--- src/nandDataOutPkg.sv ---
package nandDataOutPkg;

    // way select and chip enable
    localparam int NumberOfWays    = 4;
    localparam int ChipEnableWidth = 2 * NumberOfWays; // way mask is sent twice

    // write word and DQ bus, 4 slots of 8 bits
    localparam int DataWidth = 32;

    // pin slots per system cycle on the strobe
    localparam int LaneCount = 8;

    // sub-cycle counter, 10 ns per count
    localparam int TimerWidth = 5;

    localparam logic [TimerWidth-1:0] TcdqssCycles = 5'd25; // 250 ns setup
    localparam logic [TimerWidth-1:0] TwpreCycles  = 5'd30; // 5 more for preamble
    localparam logic [TimerWidth-1:0] TwpstCycles  = 5'd3;  // postamble, well above tWPST

    // bit of iOption that selects the shifted toggle pattern
    localparam int OptionShiftBit = 1;

    // one-hot phase of the data-out step
    typedef enum logic [9:0] {
        PhaseReset     = 10'b00_0000_0001,
        PhaseIdle      = 10'b00_0000_0010,
        PhaseCapture   = 10'b00_0000_0100, // way and option taken in
        PhaseSetup     = 10'b00_0000_1000, // tCDQSS wait, ALE high
        PhasePreamble  = 10'b00_0001_0000, // tWPRE wait, strobe quiet
        PhaseTransfer  = 10'b00_0010_0000,
        PhasePause     = 10'b00_0100_0000, // writer stalled
        PhaseLastWord  = 10'b00_1000_0000,
        PhasePostamble = 10'b01_0000_0000, // tWPST wait
        PhaseDone      = 10'b10_0000_0000
    } phase_t;

    // strobe patterns, one bit per pin slot
    localparam logic [LaneCount-1:0] StrobeIdle    = 8'b1111_1111;
    localparam logic [LaneCount-1:0] StrobeQuiet   = 8'b0000_0000;

    // two edges per system cycle, one per half word
    localparam logic [LaneCount-1:0] StrobeShifted = 8'b1100_1100;
    localparam logic [LaneCount-1:0] StrobeNormal  = 8'b0110_0110;

endpackage

--- src/phyTimer.sv ---
`timescale 1ns/1ns

module phyTimer (
    input  logic                   iSystemClock,
    input  logic                   iReset,
    input  logic                   iClear,
    input  logic                   iRun,
    input  nandDataOutPkg::phase_t iPhase,
    output logic                   oSetupDone,
    output logic                   oPreambleDone,
    output logic                   oPostambleDone
);
    import nandDataOutPkg::*;

    logic [TimerWidth-1:0] rCount;

    // clear wins over run, otherwise hold
    always_ff @(posedge iSystemClock or posedge iReset) begin
        if (iReset) begin
            rCount <= '0;
        end else if (iClear) begin
            rCount <= '0;
        end else if (iRun) begin
            rCount <= rCount + 1'b1;
        end
    end

    assign oSetupDone = (iPhase == PhaseSetup) && (rCount == TcdqssCycles);

    // count stays at the preamble end while words flow
    assign oPreambleDone = (iPhase inside {PhasePreamble, PhaseTransfer, PhasePause})
                           && (rCount == TwpreCycles);

    assign oPostambleDone = (iPhase == PhasePostamble) && (rCount == TwpstCycles);

endmodule

--- src/dataOutSequencer.sv ---
`timescale 1ns/1ns

module dataOutSequencer (
    input  logic                   iSystemClock,
    input  logic                   iReset,
    input  logic                   iStart,
    input  logic                   iSetupDone,
    input  logic                   iPreambleDone,
    input  logic                   iPostambleDone,
    input  logic                   iWriteValid,
    input  logic                   iWordLast,
    input  logic                   iSecondHalf,
    output nandDataOutPkg::phase_t oPhase,
    output logic                   oTimerClear,
    output logic                   oTimerRun,
    output logic                   oReady,
    output logic                   oLastStep
);
    import nandDataOutPkg::*;

    phase_t rPhase;
    phase_t wNextPhase;
    phase_t wWordPhase;
    logic   rReady;
    logic   rLastStep;

    always_ff @(posedge iSystemClock or posedge iReset) begin
        if (iReset) begin
            rPhase <= PhaseReset;
        end else begin
            rPhase <= wNextPhase;
        end
    end

    // where to go once a word may be taken
    always_comb begin
        if (iWordLast) begin
            wWordPhase = PhaseLastWord;
        end else if (iWriteValid) begin
            wWordPhase = PhaseTransfer;
        end else begin
            wWordPhase = PhasePause;
        end
    end

    always_comb begin
        case (rPhase)
            PhaseReset: begin
                wNextPhase = PhaseIdle;
            end
            PhaseIdle: begin
                wNextPhase = iStart ? PhaseCapture : PhaseIdle;
            end
            PhaseCapture: begin
                wNextPhase = PhaseSetup;
            end
            PhaseSetup: begin
                wNextPhase = iSetupDone ? PhasePreamble : PhaseSetup;
            end
            PhasePreamble: begin
                wNextPhase = iPreambleDone ? wWordPhase : PhasePreamble;
            end
            PhaseTransfer: begin
                // upper half still to go out
                wNextPhase = iSecondHalf ? PhaseTransfer : wWordPhase;
            end
            PhasePause: begin
                wNextPhase = wWordPhase;
            end
            PhaseLastWord: begin
                wNextPhase = iSecondHalf ? PhaseLastWord : PhasePostamble;
            end
            PhasePostamble: begin
                wNextPhase = iPostambleDone ? PhaseDone : PhasePostamble;
            end
            PhaseDone: begin
                wNextPhase = iStart ? PhaseCapture : PhaseIdle; // back-to-back burst
            end
            default: begin
                wNextPhase = PhaseIdle;
            end
        endcase
    end

    // counter restarts for setup and for postamble, holds during data
    assign oTimerClear = wNextPhase inside {PhaseReset, PhaseIdle, PhaseCapture, PhaseLastWord};
    assign oTimerRun   = wNextPhase inside {PhaseSetup, PhasePreamble, PhasePostamble};

    // flags line up with the phase they belong to
    always_ff @(posedge iSystemClock or posedge iReset) begin
        if (iReset) begin
            rReady    <= 1'b0;
            rLastStep <= 1'b0;
        end else begin
            rReady    <= wNextPhase inside {PhaseIdle, PhaseDone};
            rLastStep <= (wNextPhase == PhaseDone);
        end
    end

    assign oPhase    = rPhase;
    assign oReady    = rReady;
    assign oLastStep = rLastStep;

endmodule

--- src/dqSerializer.sv ---
`timescale 1ns/1ns

module dqSerializer (
    input  logic                                 iSystemClock,
    input  logic                                 iReset,
    input  nandDataOutPkg::phase_t               iPhase,
    input  logic                                 iPreambleDone,
    input  logic [nandDataOutPkg::DataWidth-1:0] iWriteData,
    input  logic                                 iWriteValid,
    input  logic                                 iWriteLast,
    output logic                                 oWriteReady,
    output logic                                 oWordLast,
    output logic                                 oSecondHalf,
    output logic [nandDataOutPkg::DataWidth-1:0] oDq
);
    import nandDataOutPkg::*;

    logic                 rSecondHalf;
    logic [DataWidth-1:0] rDq;
    logic                 wAccept;

    // no new word while the upper half is pending
    assign oWriteReady = iPreambleDone & ~rSecondHalf;
    assign wAccept     = iWriteValid & oWriteReady;
    assign oWordLast   = wAccept & iWriteLast;

    // high for the cycle that shows a freshly taken word
    always_ff @(posedge iSystemClock or posedge iReset) begin
        if (iReset) begin
            rSecondHalf <= 1'b0;
        end else begin
            rSecondHalf <= wAccept;
        end
    end

    always_ff @(posedge iSystemClock) begin
        if (wAccept) begin
            rDq <= iWriteData;
        end else if (rSecondHalf) begin
            // DDR: upper half on both edges
            rDq <= {2{rDq[DataWidth-1 -: DataWidth/2]}};
        end else if (iPhase inside {PhaseTransfer, PhasePause}) begin
            rDq <= {(DataWidth/8){rDq[DataWidth-1 -: 8]}}; // stalled, park on top byte
        end else begin
            rDq <= '0;
        end
    end

    assign oSecondHalf = rSecondHalf;
    assign oDq         = rDq;

endmodule

--- src/pinDriver.sv ---
`timescale 1ns/1ns

module pinDriver (
    input  logic                                       iSystemClock,
    input  logic                                       iReset,
    input  nandDataOutPkg::phase_t                     iPhase,
    input  logic                                       iStart,
    input  logic [2:0]                                 iOption,
    input  logic [nandDataOutPkg::NumberOfWays-1:0]    iTargetWay,
    output logic [nandDataOutPkg::LaneCount-1:0]       oDqStrobe,
    output logic [nandDataOutPkg::ChipEnableWidth-1:0] oChipEnable,
    output logic [3:0]                                 oAddressLatchEnable,
    output logic                                       oDqsOutEnable,
    output logic                                       oDqOutEnable
);
    import nandDataOutPkg::*;

    logic                       rShift;
    logic [ChipEnableWidth-1:0] rChipEnable;
    logic                       wStartTaken;
    logic                       wStartWindow;

    assign wStartWindow = iPhase inside {PhaseIdle, PhaseDone};
    assign wStartTaken  = iStart & wStartWindow;

    // burst options, valid from the capture phase on
    always_ff @(posedge iSystemClock or posedge iReset) begin
        if (iReset) begin
            rShift      <= 1'b0;
            rChipEnable <= '0;
        end else if (wStartTaken) begin
            rShift      <= iOption[OptionShiftBit];
            rChipEnable <= {iTargetWay, iTargetWay};
        end else if (wStartWindow) begin
            rChipEnable <= '0; // release the way when going idle
        end
    end

    // pin levels decoded from the one-hot phase register
    always_comb begin
        case (iPhase)
            PhasePreamble, PhasePause, PhasePostamble, PhaseDone: begin
                oDqStrobe = StrobeQuiet;
            end
            PhaseTransfer, PhaseLastWord: begin
                oDqStrobe = rShift ? StrobeShifted : StrobeNormal;
            end
            default: begin
                oDqStrobe = StrobeIdle;
            end
        endcase
    end

    assign oAddressLatchEnable = (iPhase inside {PhaseCapture, PhaseSetup}) ? 4'b1111 : 4'b0000;

    // DQ released at postamble, DQS held until idle
    assign oDqOutEnable  = iPhase inside {PhaseCapture, PhaseSetup, PhasePreamble,
                                          PhaseTransfer, PhasePause, PhaseLastWord};
    assign oDqsOutEnable = !(iPhase inside {PhaseReset, PhaseIdle});

    assign oChipEnable = rChipEnable;

endmodule

--- src/nandDataOutTop.sv ---
`timescale 1ns/1ns

module nandDataOutTop (
    input  logic                                       iSystemClock,
    input  logic                                       iReset,
    input  logic                                       iStart,
    input  logic [2:0]                                 iOption,
    input  logic [nandDataOutPkg::NumberOfWays-1:0]    iTargetWay,
    input  logic [nandDataOutPkg::DataWidth-1:0]       iWriteData,
    input  logic                                       iWriteValid,
    input  logic                                       iWriteLast,
    output logic                                       oReady,
    output logic                                       oLastStep,
    output logic                                       oWriteReady,
    output logic [nandDataOutPkg::LaneCount-1:0]       oDqStrobe,
    output logic [nandDataOutPkg::DataWidth-1:0]       oDq,
    output logic [nandDataOutPkg::ChipEnableWidth-1:0] oChipEnable,
    output logic [3:0]                                 oAddressLatchEnable,
    output logic                                       oDqsOutEnable,
    output logic                                       oDqOutEnable
);
    import nandDataOutPkg::*;

    phase_t phase;
    logic   timerClear;
    logic   timerRun;
    logic   setupDone;
    logic   preambleDone;
    logic   postambleDone;
    logic   secondHalf;
    logic   wordLast;

    phyTimer timer (
        .iSystemClock   (iSystemClock),
        .iReset         (iReset),
        .iClear         (timerClear),
        .iRun           (timerRun),
        .iPhase         (phase),
        .oSetupDone     (setupDone),
        .oPreambleDone  (preambleDone),
        .oPostambleDone (postambleDone)
    );

    dataOutSequencer sequencer (
        .iSystemClock   (iSystemClock),
        .iReset         (iReset),
        .iStart         (iStart),
        .iSetupDone     (setupDone),
        .iPreambleDone  (preambleDone),
        .iPostambleDone (postambleDone),
        .iWriteValid    (iWriteValid),
        .iWordLast      (wordLast),
        .iSecondHalf    (secondHalf),
        .oPhase         (phase),
        .oTimerClear    (timerClear),
        .oTimerRun      (timerRun),
        .oReady         (oReady),
        .oLastStep      (oLastStep)
    );

    dqSerializer serializer (
        .iSystemClock  (iSystemClock),
        .iReset        (iReset),
        .iPhase        (phase),
        .iPreambleDone (preambleDone),
        .iWriteData    (iWriteData),
        .iWriteValid   (iWriteValid),
        .iWriteLast    (iWriteLast),
        .oWriteReady   (oWriteReady),
        .oWordLast     (wordLast),
        .oSecondHalf   (secondHalf),
        .oDq           (oDq)
    );

    pinDriver pins (
        .iSystemClock        (iSystemClock),
        .iReset              (iReset),
        .iPhase              (phase),
        .iStart              (iStart),
        .iOption             (iOption),
        .iTargetWay          (iTargetWay),
        .oDqStrobe           (oDqStrobe),
        .oChipEnable         (oChipEnable),
        .oAddressLatchEnable (oAddressLatchEnable),
        .oDqsOutEnable       (oDqsOutEnable),
        .oDqOutEnable        (oDqOutEnable)
    );

endmodule

--- config.mk ---
export PLATFORM = sky130hd
export DESIGN_NAME = nandDataOutTop
export DESIGN_NICKNAME = d
export VERILOG_FILES = /design/src/nandDataOutPkg.sv /design/src/phyTimer.sv /design/src/dataOutSequencer.sv /design/src/dqSerializer.sv /design/src/pinDriver.sv /design/src/nandDataOutTop.sv
export SDC_FILE = /design/constraint.sdc
export NUM_CORES = 1
export LEC_CHECK = 0
export BUFFER_PORTS_ARGS = -buffer_cell sky130_fd_sc_hd__buf_2
export CORE_AREA = 4 4 84 86
export DETAILED_ROUTE_END_ITERATION = 6
export DIE_AREA = 0 0 88 90
export PLACE_DENSITY = 0.86
export SYNTH_ARGS = -nofsm -noshare
export SYNTH_HDL_FRONTEND = slang
export SYNTH_SLANG_ARGS = --single-unit
--- constraint.sdc ---
create_clock -name iSystemClock -period 2.05 [get_ports iSystemClock]
set_input_delay 0.1025 -clock iSystemClock [delete_from_list [all_inputs] [get_ports iSystemClock]]
set_output_delay 0.1025 -clock iSystemClock [all_outputs]
set_load 0.02 [all_outputs]
======== After elaboration in Yosys (flattened, before gate mapping) ========
Cells that the tools add are included.
word-level totals
  word-level logic and storage cells ...... 77
  register bits after elaboration ......... 59
cells by class
  reductions and logical operators ........ 19
  muxes and demuxes ....................... 19
  bitwise logic cells ..................... 5
  equal/unequal tests ..................... 23
  $add $sub $neg .......................... 1
operators by type and width
  kind                  count
  $mux 32               3
  $pmux 10 s8           1
  $mux 10               4
  $mux 8                3
  $eq 10x1->1 const B   2
  $eq 10x10->1 const B  2
  $eq 10x2->1 const B   2
  $eq 10x3->1 const B   2
  $eq 10x4->1 const B   2
  $eq 10x5->1 const B   2
  $eq 10x8->1 const B   2
  $eq 10x9->1 const B   2
  $pmux 8 s2            1
  $mux 5                3
  $reduce_bool 2->1     7
  $eq 10x6->1 const B   1
  $eq 10x7->1 const B   1
  $eq 5x5->1 const B    2
  $mux 9                1
  $mux 7                1
  $reduce_bool 3->1     2
  $reduce_bool 6->1     1
  $add 5x1->5 const B   1
  $eq 5x2->1 const B    1
  other kinds (12)      18

======== Longest topological paths before layout ========
Gate-level depths: netlist (run 1).
  depth in word-level cells ............... 13
  mapped depth ............................ 9

======== Hierarchy ========
Synthesis (run 1) repeated with hierarchy kept, for this count alone.
unflattened totals
  cell total of the unflattened synthesis .. 308
  area total of the unflattened synthesis .. 3180.6 µm²
by module, submodules not included
  module            instances  cells an instance  area each (µm²)
  dqSerializer      1          110                1410.1
  dataOutSequencer  1          83                 790.8
  pinDriver         1          77                 635.6
  phyTimer          1          38                 344.1

======== Worst setup path before layout (run 1) ========
Ideal clock, no wire load.
  kind .................................... reg-to-reg
  start ................................... reg timer.rCount[0]
  end ..................................... reg serializer.rDq[24] (netlist: serializer.oDq[24]) (enable)
  clock period less this slack ............ 2217 ps
  slack ................................... -167 ps
  data arrival time ....................... 1911 ps
  library setup time ...................... 306 ps
  stages on the path, launching flop included .. 9
  required time ........................... 1744 ps
  cells stage by stage .................... dfrtp_1 inv_1 ha_1 nand4_1 a2111oi_4 a311oi_4 or2_1 buf_6 inv_2
on the way
  word-level cells in the longest chain between the ends .. 6
ends and longest elaborated chain
  element                                             RTL line            source
  from (decl)                                         phyTimer.sv:15      logic [TimerWidth-1:0] rCount;
  from (signal assigned)                              phyTimer.sv:24      rCount <= rCount + 1'b1;
  $eq 5x5->1 *                                        phyTimer.sv:32      && (rCount == TwpreCycles);
  $logic_and 1x1->1 *                                 phyTimer.sv:32
  $and 1x1->1 *                                       dqSerializer.sv:23  assign oWriteReady = iPreambleDone & ~rSecondHalf;
  $and 1x1->1 *                                       dqSerializer.sv:24  assign wAccept = iWriteValid & oWriteReady;
  $ne 2x2->1 (no line) or $ne 2x1->1 (tied branches)  n/a
  $reduce_and 2->1 (no line) *                        n/a
  to (signal assigned)                                dqSerializer.sv:38  rDq <= iWriteData;
  to (signal assigned)                                dqSerializer.sv:41  rDq <= {2{rDq[DataWidth-1 -: DataWidth/2]}};
  to (signal assigned)                                dqSerializer.sv:43  rDq <= {(DataWidth/8){rDq[DataWidth-1 -: 8]}};
  to (decl)                                           dqSerializer.sv:19  logic [DataWidth-1:0] rDq;
Every way passes the cells marked *; elsewhere a longest branch is shown, timed or not.
A chain may end at the register's enable or synchronous reset.

======== Final worst setup path (run 1) ========
  start ................................... reg sequencer.rPhase[8] (netlist: sequencer.oPhase[8])
  end ..................................... reg serializer.rDq[29] (netlist: serializer.oDq[29]) (enable)
on the way
  word-level cells in the longest chain between the ends .. 7
ends and longest elaborated chain
  element                                             RTL line                source
  from (decl)                                         dataOutSequencer.sv:21  phase_t rPhase;
  from (signal assigned)                              dataOutSequencer.sv:29  rPhase <= PhaseReset;
  from (signal assigned)                              dataOutSequencer.sv:31  rPhase <= wNextPhase;
  $eq 10x5->1 (tied with other cells)                 phyTimer.sv:31          assign oPreambleDone = (iPhase inside {PhasePreamble, PhaseTransfer, PhasePause})
  $reduce_bool 3->1                                   phyTimer.sv:31
  $logic_and 1x1->1                                   phyTimer.sv:32
  $and 1x1->1                                         dqSerializer.sv:23
  $and 1x1->1                                         dqSerializer.sv:24
  $ne 2x2->1 (no line) or $ne 2x1->1 (tied branches)  n/a
  $reduce_and 2->1 (no line) *                        n/a
Marked as above.

==> results of run 1 <==
power breakdown:
group / switching [uW] / internal (uW)
Combinational: 192 / 160
Sequential: 22.3 / 1150
Clock: 375 / 247
layout make-up:
class | instances | share of cell area
Multi-Input combinational cell | 163 | 0.337
Tap cell | 77 | 0.0234
Clock inverter | 3 | 0.00579
Clock buffer | 5 | 0.0167
Timing Repair Buffer | 159 | 0.270
Inverter | 10 | 0.0110
Sequential cell | 55 | 0.336
timing repair:
| action | CTS | global route |
|---|---|---|
| gates cloned | 2 | 1 |
| hold endpoints to repair | 25 | 3 |
| gates resized for setup | 24 | 50 |
| setup endpoints to repair | 52 | 60 |
| hold buffers | 4 | 3 |
| buffers inserted | 7 | 7 |
| pin swaps | 8 | 16 |
cells in the final DEF, fill, tap and decap left out, types with 3 or more instances in the layout:
| cell | instances |
|---|---|
| nor2b_1 | 4 |
| a22o_1 | 21 |
| o21ai_1 | 4 |
| nand2b_1 | 4 |
| buf_2 | 88 |
| nor2_1 | 7 |
| a22oi_1 | 3 |
| a21oi_1 | 4 |
| buf_4 | 44 |
| edfxtp_1 | 16 |
| nand3_1 | 5 |
| buf_6 | 16 |
| inv_1 | 6 |
| xnor2_1 | 4 |
| nand2_1 | 14 |
| or3_1 | 3 |
| a31o_1 | 5 |
| and4_4 | 3 |
| a21oi_2 | 3 |
| dfxtp_1 | 16 |
| and2_1 | 8 |
| clkbuf_8 | 5 |
| nor4_4 | 3 |
| dfrtp_1 | 19 |
| a211oi_2 | 3 |
| o21ai_0 | 7 |
| nor3_1 | 5 |
| dlygate4sd3_1 | 7 |
| dfrtp_2 | 3 |
cells by family (layout without fill, tap and decap cells):
group                      Yosys count  after routing  share of synthesized area
DFF                                 55             55                      0.491
buffers and inverters               36            177                     0.0772
and+or+nand+nor                     85             86                      0.202
muxes                                1              1                    0.00402
xor gates and xnor gates             7              7                     0.0245
other                                1              1                    0.00134
AOI/OAI and AO/OA                   65             65                      0.187
adders and majority gates            3              3                     0.0134
sequential cells by signal (all words and copies together), names as in the netlist:
register and count:
pins.rShift 1, pins.oChipEnable 4, sequencer.oLastStep 1, serializer.oDq 32, sequencer.oReady 1, serializer.oSecondHalf 1, timer.rCount 5, sequencer.oPhase 10
metal layers:
metal  global-route usage  share of wire
met5                    0              0
met2                0.361           0.54
met1                0.236           0.38
met4               0.0767          0.021
met3               0.0375          0.054
per-stage QoR:
step	utilization	setup TNS [ps]	hold slack [ps]
2_1_floorplan	-	-1660	104
3_3_place_gp	0.561	-377	319
3_5_place_dp	0.561	-867	325
4_1_cts	0.608	-1840	1.13
5_1_grt	0.655	-6530	2.98
6_report	0.655	-3200	8.91
final timing paths:
kind                                                 start                                to  slack, ps
hold reg to reg            pins.oChipEnable[5]$_DFFE_PP0P_   pins.oChipEnable[5]$_DFFE_PP0P_        510
min in group asynchronous                           iReset  serializer.oSecondHalf$_DFF_PP0_        520
setup / recovery             sequencer.oPhase[8]$_DFF_PP0_      serializer.oDq[29]$_DFFE_PP_       -120
hold / removal                               iWriteData[9]         serializer.oDq[9]$_DFF_P_          9
setup reg to reg             sequencer.oPhase[8]$_DFF_PP0_      serializer.oDq[29]$_DFFE_PP_       -120
max in group asynchronous                           iReset       timer.rCount[1]$_DFFE_PP0P_        920
critical path, stage by stage (launching register included):
cell	delay (ps)
dfrtp_1	400
buf_4	140
or4_4	540
nor3_4	170
buf_6	130
a311oi_4	110
or2_4	310
inv_6	100
==> results.yml, run 1 <==
run_status:
  outcome: "finished, violations left"
  violations: "setup timing"
logic_synthesis:
  syn-num-nets: 300
  synth_area_um2: 2800
  synth_top_cells_by_area: "dfrtp_1 (20%), edfxtp_1 (17%), dfxtp_1 (11%)"
  yosys_warnings: 0
  synth.avg_cell_area_um2: 11.1
  async_reset_ff_frac: 0.418
  yosysTopAreaCell: "dfrtp_1"
  synth_edf_count: 16
  synth.most_common_cell: "dfrtp_1"
  synth.yosys.seq_area_share: 0.491
  synth_top_area_share: 0.196
  ys_seq_elements: 55
  synth_common_cells: "dfrtp_1 (22), a22o_1 (21), dfxtp_1 (16), edfxtp_1 (16), nand2_1 (15)"
  synth_cell_types: 64
  synth_flop_cell: "dfrtp_1"
  synthCells: 253
drt:
  wl_per_cell_um: 18.6
  antenna_left: 0
  drc: 0
  viasPerCell: 5.64
  drt_iter0_drc: 300
  drt-pass1-iter-count: 5
  wirelength_um: 8760
  via_count: 2662
die:
  die_h_um: 90
  rows: 29
  die_w_um: 88
  dieArea_um2: 7920
  ios: 101
  start_util: 0.447
  core-area_um2: 6280
critical_path:
  crit_type: "reg2reg"
  required_ps: 2090
  crit_path_start_kind: "flip-flop"
  path_max_fanout: 8
  r2r_cells: 7
  end_kind: "flip-flop"
  critical_path_arrival_ps: 2220
placement:
  place_area_um2: 3520
  place_inst: 440
  portBuffers: 98
  dp_hpwl_um: 5470
  routabilityCongestion: 0.879
  pre_cts_slack_ps: -83.6
clocking:
  cts_root_buffer: "clkbuf_8"
  htreeDepth: 2
  clk-insertion-delay-late_ps: 320
  numCtsBuffers: 5
  clk_transition_reported_paths_ps: 100
  clock_sinks: 55
  ctsLongestPathBuffers: 2
  cts_tree: "yes"
finish:
  area_growth_pct: 46.5
  multi_input_area_um2: 1390
  fillers: 435
  fin_cells: 472
  drive_gt1_frac: 0.532
  num_antenna_cells: 0
  final_nets: 441
  final_cell_area_um2: 4110
  seq_area_um2: 1380
timing:
  period_share: 1.06
  period_needed_ps: 2170
  fmax_ghz: 0.460
  grt_setup_unrepaired: "yes"
  timing.final.ws_setup_ps: -122
  skew_ps: 17.2
  max_slew.worst_pin.slew_ps: 875
  maxSlewHeadroom: 0.416
  setup_viol: 52
  drv_slew: 0
  finalHoldViolations: 0
grt:
  grt_pass1_wl_um: 12700
  overflow: 0
  grt_pass1_vias: 2583
  antenna_found_initial: 0
  grt_max_degree: 24
  grt_usage: 0.203
job:
  maxCapViolations: 0
hold_path:
  hold_path.class: "in2reg"
  whs_path_depth: 2
pwr:
  power_density_nw_per_um2: 522
  p_leak_uw: 0.00186
  p_total_uw: 2150
  max-vdd-ir-drop_uv: 370
Power figures use the tool's default switching activity.
==> run 2: changes to the inputs <==
- RECOVER_POWER: default -> 50
==> results.yml, run 2 (synthesized netlist as in run 1, its figures left out) <==
finish:
  drive_gt1_frac: 0.433
  final_nets: 441
  largest_reg_flops: 32
  layout_commonest_cell: "buf_2"
  fillers: 463
  num_antenna_cells: 0
  layout_common_cells: "buf_2 (50), buf_4 (43), clkbuf_1 (39)"
  area_growth_pct: 44.7
  final_util: 0.646
clocking:
  ctsLongestPathBuffers: 2
  cts_root_buffer: "clkbuf_8"
  clk_transition_reported_paths_ps: 110
  htreeDepth: 2
  cts_tree: "yes"
  clk-insertion-delay-late_ps: 320
  clock_sinks: 55
  numCtsBuffers: 5
pwr:
  combinationalPowerShare: 0.160
  power_density_nw_per_um2: 528
  clkPwrFrac: 0.293
  max-vdd-ir-drop_uv: 374
  seq_power_share: 0.547
  p_int_uw: 1550
  p_switching_uw: 596
  sw_frac_of_total: 0.278
  p_leak_uw: 0.00170
grt:
  grt_max_degree: 24
  grt_pass1_vias: 2583
  grt_usage: 0.203
  antenna_found_initial: 0
  overflow: 0
  grt_pass1_wl_um: 12700
drt:
  wirelength_um: 8700
  antenna_left: 0
  via_count: 2675
  drt_iter0_drc: 286
  drt-pass1-iter-count: 5
  viasPerCell: 5.67
  wl_per_cell_um: 18.4
  drc: 0
critical_path:
  required_ps: 2090
  crit_path_start_kind: "flip-flop"
  critical_path_arrival_ps: 2220
  path_max_fanout: 8
  crit_type: "reg2reg"
  end_kind: "flip-flop"
timing:
  period_needed_ps: 2180
  finalHoldViolations: 0
  grt_setup_unrepaired: "yes"
  timing.final.ws_setup_ps: -129
  drv_slew: 0
  maxSlewHeadroom: 0.413
  fmax_ghz: 0.459
  skew_ps: 20.7
  max_slew.worst_pin.slew_ps: 881
  setup_viol: 53
  period_share: 1.06
die:
  core-area_um2: 6280
  die_h_um: 90
  start_util: 0.447
  ios: 101
  die_w_um: 88
  rows: 29
  dieArea_um2: 7920
job:
  maxCapViolations: 0
placement:
  pre_cts_slack_ps: -83.6
  portBuffers: 98
  routabilityCongestion: 0.879
  dp_hpwl_um: 5470
run_status:
  outcome: "finished, violations left"
  violations: "setup timing"
hold_path:
  hold_path.class: "in2reg"
## run 2: layout make-up
type	count	area, um2	area share
repair buffers	159	1060	0.261
clock buffers	5	68.8	0.0170
flip-flops and latches	55	1380	0.340
multi-input cells	163	1390	0.341
inverters	10	45.0	0.0111
clock inverters	3	23.8	0.00586
well taps	77	96.3	0.0237
## run 2: critical path: stages (launching register included)
cell,delay (ps)
dfrtp_1,400
buf_4,140
or4_4,540
nor3_4,170
buf_6,130
a311oi_4,120
or2_4,310
inv_6,100
## run 2: through the flow
step	TNS (ps)	area, um2	hold slack (ps)	total power, uW	std cells
after detailed placement	-867	3520	325	1480	440
after floorplan	-1660	2830	104	1360	253
after global routing	-6600	4060	2.98	2230	472
after CTS	-1840	3820	1.13	2120	461
after global placement	-377	3520	319	1470	440
final	-3430	4060	6.97	2140	472
## run 2: worst paths after layout
| check | slack [ps] | end | cells past startpoint | startpoint |
|---|---|---|---|---|
| min reg2reg | 520 | pins.oChipEnable[5]$_DFFE_PP0P_ | 2 | pins.oChipEnable[5]$_DFFE_PP0P_ |
| max reg2reg | -130 | serializer.oDq[29]$_DFFE_PP_ | 7 | sequencer.oPhase[8]$_DFF_PP0_ |
| min | 7 | serializer.oDq[12]$_DFF_P_ | 2 | iWriteData[12] |
| max | -130 | serializer.oDq[29]$_DFFE_PP_ | 7 | sequencer.oPhase[8]$_DFF_PP0_ |
| max in group asynchronous | 920 | timer.rCount[1]$_DFFE_PP0P_ | 3 | iReset |
| min in group asynchronous | 520 | serializer.oSecondHalf$_DFF_PP0_ | 3 | iReset |
## run 2: layer usage
metal,routed length [um],global-route usage,vias up
met5,0,0,-
met4,170,0.0767,0
met3,547,0.0375,17
met2,4730,0.361,136
met1,3250,0.236,1313
li1,-,-,1209
## run 2: repair_timing
item / in CTS / in global routing
gates cloned: 2 / 1
endpoints found under the hold margin: 25 / 3
setup endpoints to repair: 52 / 60
pin swaps: 8 / 16
hold buffers: 4 / 3
buffers inserted: 7 / 7
resized for setup: 24 / 50
## run 2: power groups by stage
stage,clock network [uW],logic (uW),registers [uW]
detailed placement,0,287,1190
global placement,0,279,1190
global route,690,367,1180
CTS,629,322,1170
floorplan,0,145,1220
finish,628,343,1170
